**src/design/kiwi_pkg.sv**
```systemverilog
// Kiwi board shared definitions

package kiwi_pkg;

    // Shared RAM between main and sub CPU, 8 KB
    localparam int SHR_AW = 13;

    // CPU side video bus
    localparam int CPU_AW = 13;

    // Tile VRAM, 4 KB
    localparam int VRAM_AW = 12;

    // Palette as bytes, two per colour entry
    localparam int PAL_AW = 9;

    // Fractional clock enable, 24 MHz times 1/4 gives 6 MHz
    localparam logic [3:0] CEN_N = 4'd1;
    localparam logic [3:0] CEN_M = 4'd4;

    // Accumulator width for the enable generator
    localparam int CEN_WC = 4;

    // Main CPU ROM, byte addressed
    localparam int MAIN_AW = 17;

    // Scroll graphics ROM, 32-bit words
    localparam int SCR_AW = 18;

    // One main ROM byte
    typedef logic [7:0] main_rom_t;

    // One scroll graphics word, eight 4-bit pixels
    typedef logic [31:0] scr_rom_t;

endpackage

```
**src/design/kiwi_frac_cen.sv**
```systemverilog
// Kiwi fractional clock enables
`timescale 1ns/1ps

module kiwi_frac_cen (
    input        clk24,
    input        rst,
    output logic cen6,
    output logic cen3,
    output logic cen1p5
);
    import kiwi_pkg::*;

    // Fractional accumulator state
    logic [CEN_WC-1:0] acc;
    logic [CEN_WC-1:0] sum;
    logic              tick;

    // Counts cen6 pulses for the slower enables
    logic [1:0]        div_cnt;

    // Next accumulator value before wrap
    assign sum  = acc + CEN_N;
    assign tick = (sum >= CEN_M);

    always_ff @(posedge clk24) begin
        if (rst) begin
            acc     <= '0;
            div_cnt <= 2'd0;
            cen6    <= 1'b0;
            cen3    <= 1'b0;
            cen1p5  <= 1'b0;
        end else begin
            cen6   <= tick;
            // Half rate aligned to the first cen6 pulse
            cen3   <= tick && !div_cnt[0];
            // Quarter rate with the same alignment
            cen1p5 <= tick && (div_cnt == 2'd0);
            if (tick) begin
                // Wrap and keep the remainder
                acc     <= sum - CEN_M;
                div_cnt <= div_cnt + 2'd1;
            end else begin
                acc <= sum;
            end
        end
    end

    // 3 MHz enable repeats every eight cycles once running
    a_cen3_period : assert property (
        @(posedge clk24) disable iff (rst) cen3 |=> !cen3 [*7] ##1 cen3
    ) else $error("cen3 period is not eight cycles");

endmodule

```
**config.mk**
```make
export PLATFORM = sky130hd
export DESIGN_NAME = kiwi_frac_cen
export DESIGN_NICKNAME = d
export VERILOG_FILES = /design/src/design/kiwi_pkg.sv /design/src/design/kiwi_frac_cen.sv
export SDC_FILE = /design/constraint.sdc
export NUM_CORES = 1
export LEC_CHECK = 0
export ABC_AREA = 1
export ABC_CLOCK_PERIOD_IN_PS = 2300
export BUFFER_PORTS_ARGS = -buffer_cell sky130_fd_sc_hd__buf_2
export CORE_AREA = 2 2 39 41
export CTS_BUF_LIST = sky130_fd_sc_hd__clkbuf_8 sky130_fd_sc_hd__clkbuf_16
export CTS_CLUSTER_DIAMETER = 40
export DETAILED_ROUTE_END_ITERATION = 6
export DIE_AREA = 0 0 41 43
export HOLD_SLACK_MARGIN = 0.02
export PLACE_DENSITY = 0.56
export SLEW_MARGIN = 20
export SYNTH_ARGS = -nofsm -noshare
export SYNTH_HDL_FRONTEND = slang
export SYNTH_SLANG_ARGS = --single-unit
```
**constraint.sdc**
```tcl
create_clock -name clk24 -period 2.3 [get_ports clk24]
set_clock_uncertainty 0.15 [all_clocks]
set_input_delay 0 -clock clk24 [delete_from_list [all_inputs] [get_ports clk24]]
set_output_delay 0 -clock clk24 [all_outputs]
set_load 0.05 [all_outputs]
```
* Word-level counts from Yosys, hierarchy flattened
Cells that the tools add are included.
Word-level totals: bits in registers 9, word-level logic and storage cells 14, output and inout port bits 3, input port bits 2
Cells by class: $lt $le $gt $ge 1, reduce and logical (&&, ||, !) cells 4, add/subtract/negate cells 3, muxes and demuxes 1
Operators with widths (number):
- 4-bit by 1-bit adder with 4-bit output, second input constant | 1
- 4-bit by 3-bit greater-or-equal comparator with 1-bit output, second input constant | 1
- 4-bit 2-to-1 mux | 1
- 4-bit by 3-bit subtractor with 4-bit output, second input constant | 1
- 2-bit by 1-bit adder with 2-bit output, second input constant | 1
- 1-bit logical AND | 2
- 2-bit zero test | 1
- 1-bit zero test | 1

* Logic depth before layout (Yosys ltp)
depth in word-level cells 3, mapped depth 8, mapped depth without buffers 8

* Worst setup path before layout
No wires, ideal clock.
path kind register to register, start reg acc[0], end reg div_cnt[0], required time 2.036 ns, slack 1.098 ns, buffers on the path 0, setup time 0.114 ns, clock period less this slack 1.202 ns, arrival time 0.938 ns, cell stages (with the launch flop) 8, cells stage by stage dfxtp_1 -> ha_1 -> inv_1 -> nand2_1 -> nand2_2 -> nand3_2 -> nand3_1 -> nand2_1
Between the ends: cells in the longest elaborated chain, start to end 2
Ends and longest elaborated chain:
- start: declaration | RTL line kiwi_frac_cen.sv:14 | logic [CEN_WC-1:0] acc;
- start signal: assignment | RTL line kiwi_frac_cen.sv:40 | acc <= sum - CEN_M;
- start signal: assignment | RTL line kiwi_frac_cen.sv:43 | acc <= sum;
- 4-bit by 1-bit adder with 4-bit output | RTL line kiwi_frac_cen.sv:22 | assign sum = acc + CEN_N;
- 4-bit by 3-bit greater-or-equal comparator with 1-bit output | RTL line kiwi_frac_cen.sv:23 | assign tick = (sum >= CEN_M);
- end signal: assignment | RTL line kiwi_frac_cen.sv:41 | div_cnt <= div_cnt + 2'd1;
- end: declaration | RTL line kiwi_frac_cen.sv:19 | logic [1:0] div_cnt;
No other way between the ends. A chain may end at the register's enable or synchronous reset.

* Worst setup path in the final report
Ends and elaborated chain as after synthesis.

==> run_results.csv <==
group,metric,value,unit
status,status,"finished, final reports clean",
layout,syn_to_final_growth,26.2,%
layout,design_area,458,µm²
floorplan,initial_core_util,0.262,
place,post-place-ws,1.01,ns
clock_network,cts.sink_count,9,
synthesis,ys_ff_latch,9,
drt,drt-initial-drc-count,2,
worst_hold_path,hold_class,"register to register",
synthesis,yosys_warnings,0,
critical_path,path_cells,"ha_1 > nand2_1 > nand2_2 > nand3_2 > nand3_1 > nand2_1",
floorplan,boundaryPins,5,
clock_network,cts.clk_slew.worst_paths,0.04,ns
flow_run,maxCapViolations,0,
place,postPlaceCellArea,403,µm²
critical_path,cp_data_required_time,2.27,ns
global_routing,gr-usage-all-layers,0.0865,
critical_path,r2r_cells,6,
sta,grt_setup_unrepaired,"false",
place,gp_congestion,0.776,
critical_path,cp.arrival,1.27,ns
synthesis,seq_area_frac_synth,0.497,
clock_network,numCtsBuffers,3,
drt,viasPerCell,4.22,
clock_network,cts_max_level,1,
clock_network,clock_path_buffers,2,
worst_hold_path,whs_path_depth,2,
synthesis,syn-instance-count,47,
clock_network,post_cts_buffers,0,
drt,wl_per_cell,7.88,µm
sta,slew_viol_final,0,
global_routing,grt_pass1_wl,959,µm
critical_path,critPathCaptureType,"register",
critical_path,worst-r2r-setup-slack,1.01,ns
global_routing,grt_max_degree,6,
drt,ant_nets,0,
sta,max_slew_margin,0.837,
power,ir_worst_vdd,0.342,mV
synthesis,synthesis.area,363,µm²
critical_path,worstSetupStartpointType,"register",
floorplan,dieArea,1760,µm²
critical_path,worstSetupPathType,"register to register",
floorplan,die_w,41,µm
drt,wirelength,567,µm
sta,min_period,1.29,ns
sta,tns,0,ns
sta,fin_crit_sh,0.562,
drt,dr.pass1.iters,4,
layout,n_antenna_cell,0,
floorplan,core_area,1380,µm²
sta,hold_viol_final,0,
place,dp_hpwl,422,µm
critical_path,r2r_start,"acc[0]",
sta,holdWs,0.333,ns
critical_path,cp_num_buf_inv,0,
clock_network,cts_root_buf,"clkbuf_8",
sta,setup_violations,0,
synthesis,syn_nets,51,
drt,vias,304,
floorplan,core.rowCount,14,
power,power_leakage,0.000256,µW
clock_network,cts_tree,"built",
sta,fmax,773,MHz
critical_path,crit_path_frequent_cell,"nand2_1",
place,io_buffer_count,4,
sta,worst_slew_pin_slew,0.246,ns
critical_path,crit_fanout,5,
critical_path,cp.depth,6,
synthesis,synth_cell_types,10,
synthesis,avgSynthCellArea,7.72,µm²
layout,fin_nets,61,
layout,fin_util,0.331,
power,power_density,807,nW/µm²
critical_path,r2r_end,"div_cnt[0]",
critical_path,crit_family,"simple AND/OR/NAND/NOR gates",
critical_path,max_stage_delay,0.39,ns
global_routing,grt_overflow,0,
critical_path,cp-endpoint,"div_cnt[0]",
sta,fin_ws,1.01,ns
floorplan,fp.dieH,43,µm
critical_path,critPathLaunch,"acc[0]",
global_routing,antenna_found_initial,0,
drt,drc,0,
layout,drive_gt1_frac,0.161,
clock_network,worstSkewPairLatency,0.23,ns
global_routing,grt_pass1_vias,263,
critical_path,cp_slowest_cell,"dfxtp_1",
-- stage by stage --
stage,total power (µW),cells
6_report,370,72
5_1_grt,392,72
4_1_cts,376,72
3_5_place_dp,197,67
3_3_place_gp,197,67
2_1_floorplan,191,47
-- registers in the layout (all words and copies together) (netlist names) --
name     count
cen1p5       1
cen3         1
div_cnt      2
acc          4
cen6         1
-- Yosys cell counts (all sizes together) --
cell type | instances | area (µm²)
inv | 12 | 45.0
nand4 | 3 | 18.8
a21oi | 1 | 5.00
nand2 | 10 | 40.0
nand3 | 5 | 30.0
nor2 | 5 | 18.8
dfxtp | 9 | 180
ha | 2 | 25.0
-- tightest hold or removal path, delay by kind of cell, from the launching register on --
kind             cells  cell delay, ns
DFF                  1            0.31
and+or+nand+nor      2            0.12
-- how the worst min path moves through the flow --
stage | slack [ns] | start | endpoint
2_1_floorplan | -0.08 | rst | acc[0]
3_3_place_gp | 0.04 | rst | acc[0]
3_5_place_dp | 0.04 | rst | acc[0]
4_1_cts | 0.33 | div_cnt[0] | div_cnt[0]
5_1_grt | 0.35 | acc[0] | acc[0]
6_report | 0.33 | div_cnt[0] | div_cnt[0]
-- where the power goes --
group	switching [µW]	internal (µW)	leakage, µW
combinational	17.8	10.0	0.000156
clock	57.7	116	0.0000269
sequential	4.71	163	0.0000733
total	80.2	289	0.000256
-- layer usage --
metal,global-route usage,routed length (µm)
met1,0.0841,262
met2,0.122,251
met3,0.0628,39
met4,0.0600,13
met5,0,0
-- cells in the final DEF (no fill, tap or decap) --
cell and instances:
nand4_1 3, nand3_1 4, nand3_2 1, nor2_1 5
nand2_2 1, nand2_1 9, inv_1 13, dlygate4sd3_1 1
clkbuf_8 3, dfxtp_1 9, ha_1 2, buf_2 4
a21oi_1 1
-- final cells by class --
class | count | area [µm²]
well taps | 16 | 20.0
clock buffers | 3 | 41.3
multi-input cells | 26 | 138
repair buffers | 5 | 30.0
fillers | 150 | 926
clock inverters | 1 | 3.75
flip-flops and latches | 9 | 180
inverters | 12 | 45.0
-- logic make-up (layout without fill, tap and decap cells) --
| logic type | Yosys count | in the layout | synth area share |
|---|---|---|---|
| buffers and inverters | 12 | 21 | 0.124 |
| flip-flops | 9 | 9 | 0.497 |
| AND/OR/NAND/NOR | 23 | 23 | 0.297 |
| adder cells (fa/ha/maj) | 2 | 2 | 0.0690 |
| AO/OA/AOI/OAI | 1 | 1 | 0.0138 |
-- timing repair --
action | in CTS | in global routing
setup endpoints to repair | 0 | 0
hold buffers | 1 | 0
resized for setup | 0 | 0
hold endpoints to repair | 9 | 0
Power figures use the tool's default switching activity.
