File: src/design/kiwi_rom_slot.sv
// Kiwi ROM slot with SDRAM request
`timescale 1ns/1ps

module kiwi_rom_slot #(
    parameter type data_t = logic [7:0],
    parameter int  AW     = 17
) (
    input                 clk24,
    input                 rst,
    // Client side with cs/ok
    input                 cs,
    input        [AW-1:0] addr,
    output logic          ok,
    output data_t         data,
    // SDRAM side with four-phase req/ack
    output logic          req,
    output logic [AW-1:0] req_addr,
    input                 ack,
    input  data_t         req_data
);

    typedef enum logic [1:0] {
        st_idle,
        st_wait_ack,
        st_wait_rel
    } state_t;

    state_t        state;

    // One-entry cache
    logic [AW-1:0] cache_addr;
    logic          cache_valid;
    data_t         cache_data;

    logic          hit;
    logic          start;
    logic          fill;

    assign hit   = cache_valid && (cache_addr == addr);
    // New request only once the previous ack is gone
    assign start = (state == st_idle) && cs && !hit && !ack;
    assign fill  = (state == st_wait_ack) && ack;

    // Client always reads the cached word
    assign data = cache_data;

    // Handshake control
    always_ff @(posedge clk24) begin
        if (rst) begin
            state       <= st_idle;
            req         <= 1'b0;
            ok          <= 1'b0;
            cache_valid <= 1'b0;
        end else begin
            // ok follows cs and addr with one cycle of delay
            ok <= (state == st_idle) && cs && hit;
            case (state)
                st_idle: begin
                    if (start) begin
                        req   <= 1'b1;
                        state <= st_wait_ack;
                    end
                end
                st_wait_ack: begin
                    if (ack) begin
                        req         <= 1'b0;
                        cache_valid <= 1'b1;
                        state       <= st_wait_rel;
                    end
                end
                st_wait_rel: begin
                    // Back to idle once the responder releases ack
                    if (!ack) begin
                        state <= st_idle;
                    end
                end
                default: state <= st_idle;
            endcase
        end
    end

    // Request address and cache contents
    always_ff @(posedge clk24) begin
        if (start) begin
            req_addr <= addr;
        end
        if (fill) begin
            cache_addr <= req_addr;
            cache_data <= req_data;
        end
    end

    // Responder holds ack until req is gone
    a_ack_release : assert property (
        @(posedge clk24) disable iff (rst) $fell(ack) |-> !req
    ) else $error("ack dropped while req high");

    // Responder must have released ack before a new request
    a_req_after_ack : assert property (
        @(posedge clk24) disable iff (rst) $rose(req) |-> !ack
    ) else $error("req rose while ack high");

endmodule

File: config.mk
export PLATFORM = sky130hd
export DESIGN_NAME = kiwi_rom_slot
export DESIGN_NICKNAME = d
export VERILOG_FILES = /design/src/design/kiwi_rom_slot.sv
export SDC_FILE = /design/constraint.sdc
export NUM_CORES = 1
export LEC_CHECK = 0
export ABC_AREA = 1
export BUFFER_PORTS_ARGS = -buffer_cell sky130_fd_sc_hd__clkbuf_2
export CELL_PAD_IN_SITES_DETAIL_PLACEMENT = 1
export CELL_PAD_IN_SITES_GLOBAL_PLACEMENT = 1
export CORE_MARGIN = 1
export CORE_UTILIZATION = 39
export DETAILED_ROUTE_END_ITERATION = 6
export GPL_TIMING_DRIVEN = 0
export HOLD_SLACK_MARGIN = 0.15
export PLACE_DENSITY = 0.86
export SETUP_SLACK_MARGIN = 0.2
export SYNTH_ARGS = -nofsm -noshare
export SYNTH_HDL_FRONTEND = slang
export SYNTH_SLANG_ARGS = --single-unit
File: constraint.sdc
create_clock -name clk24 -period 2.25 [get_ports clk24]
set_clock_uncertainty 0.05 [all_clocks]
set_input_delay 0 -clock clk24 [delete_from_list [all_inputs] [get_ports clk24]]
set_output_delay 0 -clock clk24 [all_outputs]
set_load 0.02 [all_outputs]
After elaboration in Yosys (flattened, before gate mapping)
Cells that the tools add are included.
Operators by class
  eq/ne operators: 6
  muxes and demuxes: 7
  reductions and logical operators: 13
Operator list (number)
  17-bit equality test: 1
  1-bit logical AND: 6
  2-bit 2-to-1 mux: 3
  2-bit inequality test, second input constant: 3
  2-bit case mux with 3 select lines: 1
  3-bit AND reduction: 2
  2-bit by 1-bit equality test with 1-bit output, second input constant: 1
  2-bit equality test, second input constant: 1
  1-bit logical NOT: 2
  2-bit logical NOT: 1
  1-bit 2-to-1 mux: 2
  1-bit case mux with 2 select lines: 1
  2-bit AND reduction: 1
  2-bit nonzero test: 1
Word-level totals
  register bits: 47

Longest topological paths before layout
Gate-level depths: netlist (run 1).
  word-level depth: 7
  depth in mapped cells: 9
  mapped depth without buffers: 9

Worst setup path before layout (run 1)
Ideal clock, no wire load.
  path type: flip-flop to flip-flop
  start point: register cache_addr[7]
  end point: register req_addr[0] (enable)
  library setup time: 369 ps
  data arrival time: 1192 ps
  slack: 639 ps
  stages on the path, launching flop included: 7
  period minus slack after synthesis: 1611 ps
  path through: edfxtp_1 or2_0 nand3_2 nor2_2 nand3_2 nand2_2 inv_1
On the way
  longest elaborated chain between the ends: 5
Ends and longest elaborated chain
  start: declaration: RTL line 31  | logic [AW-1:0] cache_addr;
  start signal: assignment: RTL line 88  | cache_addr <= req_addr;
  17-bit equality test: RTL line 39  | assign hit = cache_valid && (cache_addr == addr);
  1-bit logical AND: RTL line 39
  1-bit logical NOT: RTL line 41  | assign start = (state == st_idle) && cs && !hit && !ack;
  1-bit logical AND (2 in a row): RTL line 41
  net start: RTL line 36  | logic start;
  end signal: assignment: RTL line 85  | req_addr <= addr;
  end: declaration: RTL line 17  | output logic [AW-1:0] req_addr,
The timed path passes the listed nets, and every way through them passes these cells.
A chain may end at the register's enable or synchronous reset.

Worst setup path in the final report (run 1)
  start point: register cache_addr[6]
  end point: register req_addr[3] (enable)
The elaborated chain is that of the path after synthesis.

==> results.sh, run 1 <==
export IMPL_synthDistinctLibCells=16
export IMPL_tritoncts="done"
export IMPL_cp_common_cell="nor2_1"
export IMPL_synth_edff_count=42
export IMPL_core_area_um2=4384
export IMPL_fin_tns_setup_ps=0
export IMPL_vdd_drop_max_mv=0.4373
export IMPL_path_depth=8
export IMPL_min_period_over_period_pct=84.32
export IMPL_crit_path_start="cache_addr[6]$_DFFE_PP_"
export IMPL_wl_um=3960
export IMPL_row_count=24
export IMPL_pwr_density_cell_nw_per_um2=681.0
export IMPL_cts_setup_buffers=0
export IMPL_arrival_ps=1750
export IMPL_crit_path_cell_trace="nor2_1 -> nor2_1 -> nor2_1 -> nand2_1 -> nor2_2 -> nand3_2 -> nand2_2 -> clkinvlp_4"
export IMPL_required_ps=2110
export IMPL_syn_nets=173
export IMPL_ff2ff_path_depth=8
export IMPL_final_cells=288
export IMPL_ys_warn_count=0
export IMPL_cp_num_buf_inv=1
export IMPL_via_per_inst=4.594
export IMPL_ys_seq_elements=47
export IMPL_cts_root_buffer="clkbuf_8"
export IMPL_total_power_mw=1.720
export IMPL_seq_area_frac_synth_pct=76.14
export IMPL_grt_pass1_wl_um=6410
export IMPL_slew_headroom_pct=31.10
export IMPL_synth_commonest_cells="edfxtp_1, nand2_1, inv_1"
export IMPL_r2r_end="req_addr[3]$_DFFE_PP_"
export IMPL_dp_cells=251
export IMPL_max_freq_mhz=527.1
export IMPL_htreeDepth=2
export IMPL_clock_latency_ps=300
export IMPL_start_util_pct=40.78
export IMPL_hp_class="input port to register"
export IMPL_grt_overflow=0
export IMPL_hpwlAfterDp_um=2607
export IMPL_grt_pass1_vias=1369
export IMPL_grt_max_degree=26
export IMPL_cp_top_family="simple AND/OR/NAND/NOR gates"
export IMPL_route_detailed_drc=0
export IMPL_diodes=0
export IMPL_fin_crit_ps=1897
export IMPL_synth_top_area_cell="edfxtp_1"
export IMPL_worst_setup_path_type="register to register"
export IMPL_endpoint="req_addr[3]$_DFFE_PP_"
export IMPL_synthArstFlopShare_pct=0
export IMPL_firstDrtPassIters=4
export IMPL_cts_buffers=5
export IMPL_ant_nets=0
export IMPL_p_leak_nw=1.117
export IMPL_clk_path_buf_depth=2
export IMPL_cap_violations=0
export IMPL_clk_pin_slew_ps=80
export IMPL_io_pin_count=56
export IMPL_netlist_instances=144
export IMPL_yosysMostFrequentCell="edfxtp_1"
export IMPL_rsz0062_at_grt="false"
export IMPL_layout_nets=264
export IMPL_die_h_um=69.71
export IMPL_worstMarginPinSlew_ps=1032
export IMPL_fin_area_um2=2526
export IMPL_syn_to_final_growth_pct=41.29
export IMPL_synth_area_leaders="edfxtp_1, nand2_1, dfxtp_1"
export IMPL_place_area_um2=2128
export IMPL_syn_area_per_cell_um2=12.42
export IMPL_routedWlPerCell_um=13.75
export IMPL_slowest_delay_ps=420
export IMPL_cp_slowest_cell="edfxtp_1"
export IMPL_reg2reg_from="cache_addr[6]$_DFFE_PP_"
export IMPL_drive_gt1_share_pct=29.66
export IMPL_rrSetupSlack_ps=350
export IMPL_drv_slew=0
export IMPL_hold_viol_final=0
export IMPL_num_vias=1323
export IMPL_setup_viol=0
export IMPL_die_area_um2=4859
export IMPL_antenna_found_initial=0
export IMPL_crit_fanout=17
export IMPL_startpoint_type="register"
export IMPL_clock_sinks=47
export IMPL_synth_flop_cell="edfxtp_1"
export IMPL_drtIter0Drc=40
export IMPL_grt_use_total_pct=17.25
export IMPL_io_buffers=55
export IMPL_synth_top_area_share_pct=70.54
export IMPL_die_w_um=69.71
export IMPL_end_kind="register"
export IMPL_syn_area_um2=1788
export IMPL_status="finished clean"
export IMPL_place_congestion=0.6453
==> power breakdown <==
part	switching, mW	internal (mW)
Sequential	0.0136	0.983
Clock	0.274	0.280
Combinational	0.0913	0.0787
Total	0.379	1.34
==> flip-flops by register name, summed over array words and instances, names as in the netlist <==
register / flops
cache_addr: 17
cache_valid: 1
data: 8
ok: 1
req: 1
req_addr: 17
state: 2
==> through the flow <==
stage	util (%)	hold WS, ps	worst slack (ps)
floorplan	-	19.07	639.1
global placement	48.54	127.1	370.7
detailed placement	48.54	136.5	306.3
CTS	57.53	369.8	222.5
global route	57.62	365.1	214.2
finish	57.62	378.9	352.7
==> layer usage <==
layer,global-route usage [%],vias to the layer above,share of wire (%)
met2,30.10,51,50
met5,0,-,0
met4,4.222,0,1.4
li1,-,641,-
met3,5.669,8,5.4
met1,20.62,623,43
==> cells by family (layout without fill, tap and decap cells) <==
group / Yosys count / after routing / synth area share (%)
AO/OA/AOI/OAI: 5 / 5 / 1.399
XOR/XNOR: 4 / 4 / 1.959
buffers and inverters: 26 / 118 / 5.458
flip-flops: 47 / 47 / 76.14
AND/OR/NAND/NOR: 62 / 62 / 15.05
==> final cells by class <==
| class | count | area, µm² |
|---|---|---|
| fill | 478 | 1858 |
| sequential | 47 | 1361 |
| timing repair buffer | 84 | 565.5 |
| multi-input combinational | 71 | 329.1 |
| inverter | 26 | 101.3 |
| clock buffer | 7 | 96.34 |
| tap | 52 | 65.06 |
| clock inverter | 1 | 7.507 |
==> cells in the final DEF (no fill, tap or decap) <==
cell type / n
nand3_2: 2
dfxtp_1: 5
nor2_1: 12
clkinvlp_4: 2
or2_0: 1
nor3_2: 1
nand3b_1: 1
xnor2_1: 4
nor2_2: 2
nand3_1: 1
clkbuf_8: 7
clkbuf_2: 55
dlygate4sd3_1: 29
nand2_2: 1
a21oi_1: 4
edfxtp_1: 42
or2_1: 1
nand2_1: 40
inv_1: 25
o21ai_1: 1
==> how the worst min path moves through the flow <==
stage / startpoint / endpoint / slack, ps / depth (start not counted)
3_5_place_dp: req_data[5] / data[5]$_DFFE_PP_ / 140 / 1
4_1_cts: req_data[1] / data[1]$_DFFE_PP_ / 370 / 2
6_report: req_data[5] / data[5]$_DFFE_PP_ / 380 / 2
3_3_place_gp: req_data[0] / data[0]$_DFFE_PP_ / 130 / 1
5_1_grt: req_data[2] / data[2]$_DFFE_PP_ / 370 / 2
2_1_floorplan: rst / cache_valid$_SDFFE_PP0P_ / 20 / 1
==> timing repair <==
action                                  CTS  global route
hold endpoints to repair                 30             0
hold buffers                             29             0
endpoints found under the setup margin    0            17
resized for setup                         0             1
Power figures use the tool's default switching activity.
==> run 2: changes to the inputs <==
- clock period: 2.25 -> 1.9 ns (I/O delays scaled with it)
==> run 2 against run 1 <==
Compared with the run above:
- design area is 2.1% higher
- setup slack got worse by 110 ps
- power rose by 19%
- critical path type unchanged
- sequential power grew 18%
- largest power group unchanged
- largest cell class unchanged
- hold slack improved by 0.88 ps
- via count is 0.60% higher
- clock-buffer cell count unchanged
- fmax increased by 15%
- global-route usage is 0.46 points higher
==> results.sh, run 2 (synthesis gave the netlist of run 1 again) <==
export IMPL_status="finished clean"
export IMPL_slew_headroom_pct=76.69
export IMPL_fin_area_um2=2580
export IMPL_firstDrtPassIters=4
export IMPL_ant_nets=0
export IMPL_rsz0062_at_grt="true"
export IMPL_clock_sinks=47
export IMPL_max_freq_mhz=605.0
export IMPL_pwr_density_cell_nw_per_um2=792.7
export IMPL_end_kind="register"
export IMPL_use_met1_pct=20.79
export IMPL_die_h_um=69.71
export IMPL_cts_root_buffer="clkbuf_8"
export IMPL_drtIter0Drc=52
export IMPL_via_per_inst=4.543
export IMPL_worstMarginPinSlew_ps=348.7
export IMPL_antenna_found_initial=0
export IMPL_required_ps=1910
export IMPL_reg2reg_from="cache_addr[6]$_DFFE_PP_"
export IMPL_io_pin_count=56
export IMPL_worst_setup_path_type="register to register"
export IMPL_grt_use_met2_pct=31.61
export IMPL_row_count=24
export IMPL_die_w_um=69.71
export IMPL_mostFrequentLayoutCells="clkbuf_2, edfxtp_1, nand2_1, dlygate4sd3_1, inv_1"
export IMPL_hpwlAfterDp_um=2607
export IMPL_grt_max_degree=26
export IMPL_die_area_um2=4859
export IMPL_wl_um=4191
export IMPL_arrival_ps=1660
export IMPL_diodes=0
export IMPL_grt_pass1_wl_um=6575
export IMPL_total_power_mw=2.045
export IMPL_hold_viol_final=0
export IMPL_fin_crit_ps=1653
export IMPL_mostFrequentLayoutCell="clkbuf_2"
export IMPL_grt_use_total_pct=17.72
export IMPL_cts_buffers=5
export IMPL_htreeDepth=2
export IMPL_dp_cells=251
export IMPL_syn_to_final_growth_pct=44.30
export IMPL_place_area_um2=2128
export IMPL_final_cells=293
export IMPL_start_util_pct=40.78
export IMPL_drive_gt1_share_pct=31.54
export IMPL_clock_latency_ps=290
export IMPL_fin_tns_setup_ps=0
export IMPL_clk_pin_slew_ps=80
export IMPL_tritoncts="done"
export IMPL_clk_path_buf_depth=2
export IMPL_layout_nets=269
export IMPL_setup_viol=0
export IMPL_nFillCells=476
export IMPL_min_period_over_period_pct=86.99
export IMPL_grt_pass1_vias=1403
export IMPL_holdCritStartpoint="req_data[5]"
export IMPL_crit_fanout=3
export IMPL_grt_util_met3_pct=5.523
export IMPL_startpoint_type="register"
export IMPL_vdd_drop_max_mv=0.5016
export IMPL_core_area_um2=4384
export IMPL_crit_path_start="cache_addr[6]$_DFFE_PP_"
export IMPL_grt_overflow=0
export IMPL_routedWlPerCell_um=14.30
export IMPL_busiest_layer="met2"
export IMPL_num_vias=1331
export IMPL_place_congestion=0.6453
export IMPL_p_leak_nw=1.131
export IMPL_fin_util_pct=58.85
export IMPL_cap_violations=0
export IMPL_route_detailed_drc=0
export IMPL_hp_class="input port to register"
export IMPL_io_buffers=55
export IMPL_drv_slew=0
-- run 2: cell types whose count changed in the layout (fill, tap and decap cells not counted) --
cell / delta
clkinvlp_4: +2
buf_4: +3
buf_12: +1
inv_1: -1
-- run 2: repair_timing --
item | CTS | global route
pin swaps | 0 | 3
endpoints found under the setup margin | 42 | 42
gates resized for setup | 2 | 1
cloned | 0 | 1
setup buffers | 3 | 1
hold buffers | 29 | 0
hold endpoints to repair | 30 | 0
-- run 2: report_power, final --
| group | internal [mW] | switching (mW) |
|---|---|---|
| combinational | 0.102 | 0.113 |
| sequential | 1.16 | 0.0161 |
| clock | 0.331 | 0.321 |
| total | 1.60 | 0.449 |
-- run 2: area by class of cell --
cell class / instances / area, µm² / share of cell area (%)
sequential: 47 / 1361 / 52.76
timing repair buffer: 88 / 608.1 / 23.57
multi-input combinational: 71 / 329.1 / 12.75
inverter: 26 / 105.1 / 4.074
clock buffer: 7 / 96.34 / 3.734
tap: 52 / 65.06 / 2.522
clock inverter: 1 / 7.507 / 0.2910
timing repair inverter: 1 / 7.507 / 0.2910
-- run 2: through the flow --
stage	hold WS [ps]	setup WS [ps]
after CTS	369.8	230.1
after floorplan	19.07	289.1
after detailed placement	136.5	-43.67
final	379.8	247.2
after global routing	365.1	107.2
after global placement	127.1	20.67
-- run 2: metal layers --
layer / share of wire, % / vias to the layer above
met3: 5.2 / 8
li1: - / 654
met5: 0 / -
met1: 40 / 618
met4: 1.3 / 0
met2: 53 / 51
-- run 2: worst max-delay path, stage by stage, from the launching register on --
cell and delay [ps]:
edfxtp_1 420, nor2_1 120, nor2_1 50, nor2_1 80, nand2_1 70, nor2_2 110
nand3_2 90, nand2_2 130, clkinvlp_4 130, buf_4 170
-- run 2: path summary, 6_finish.rpt --
kind / end / slack (ps) / cells after the start
min: data[5]$_DFFE_PP_ / 380 / 2
max reg2reg: req_addr[16]$_DFFE_PP_ / 250 / 9
max: req_addr[16]$_DFFE_PP_ / 250 / 9
min reg2reg: cache_addr[5]$_DFFE_PP_ / 410 / 0
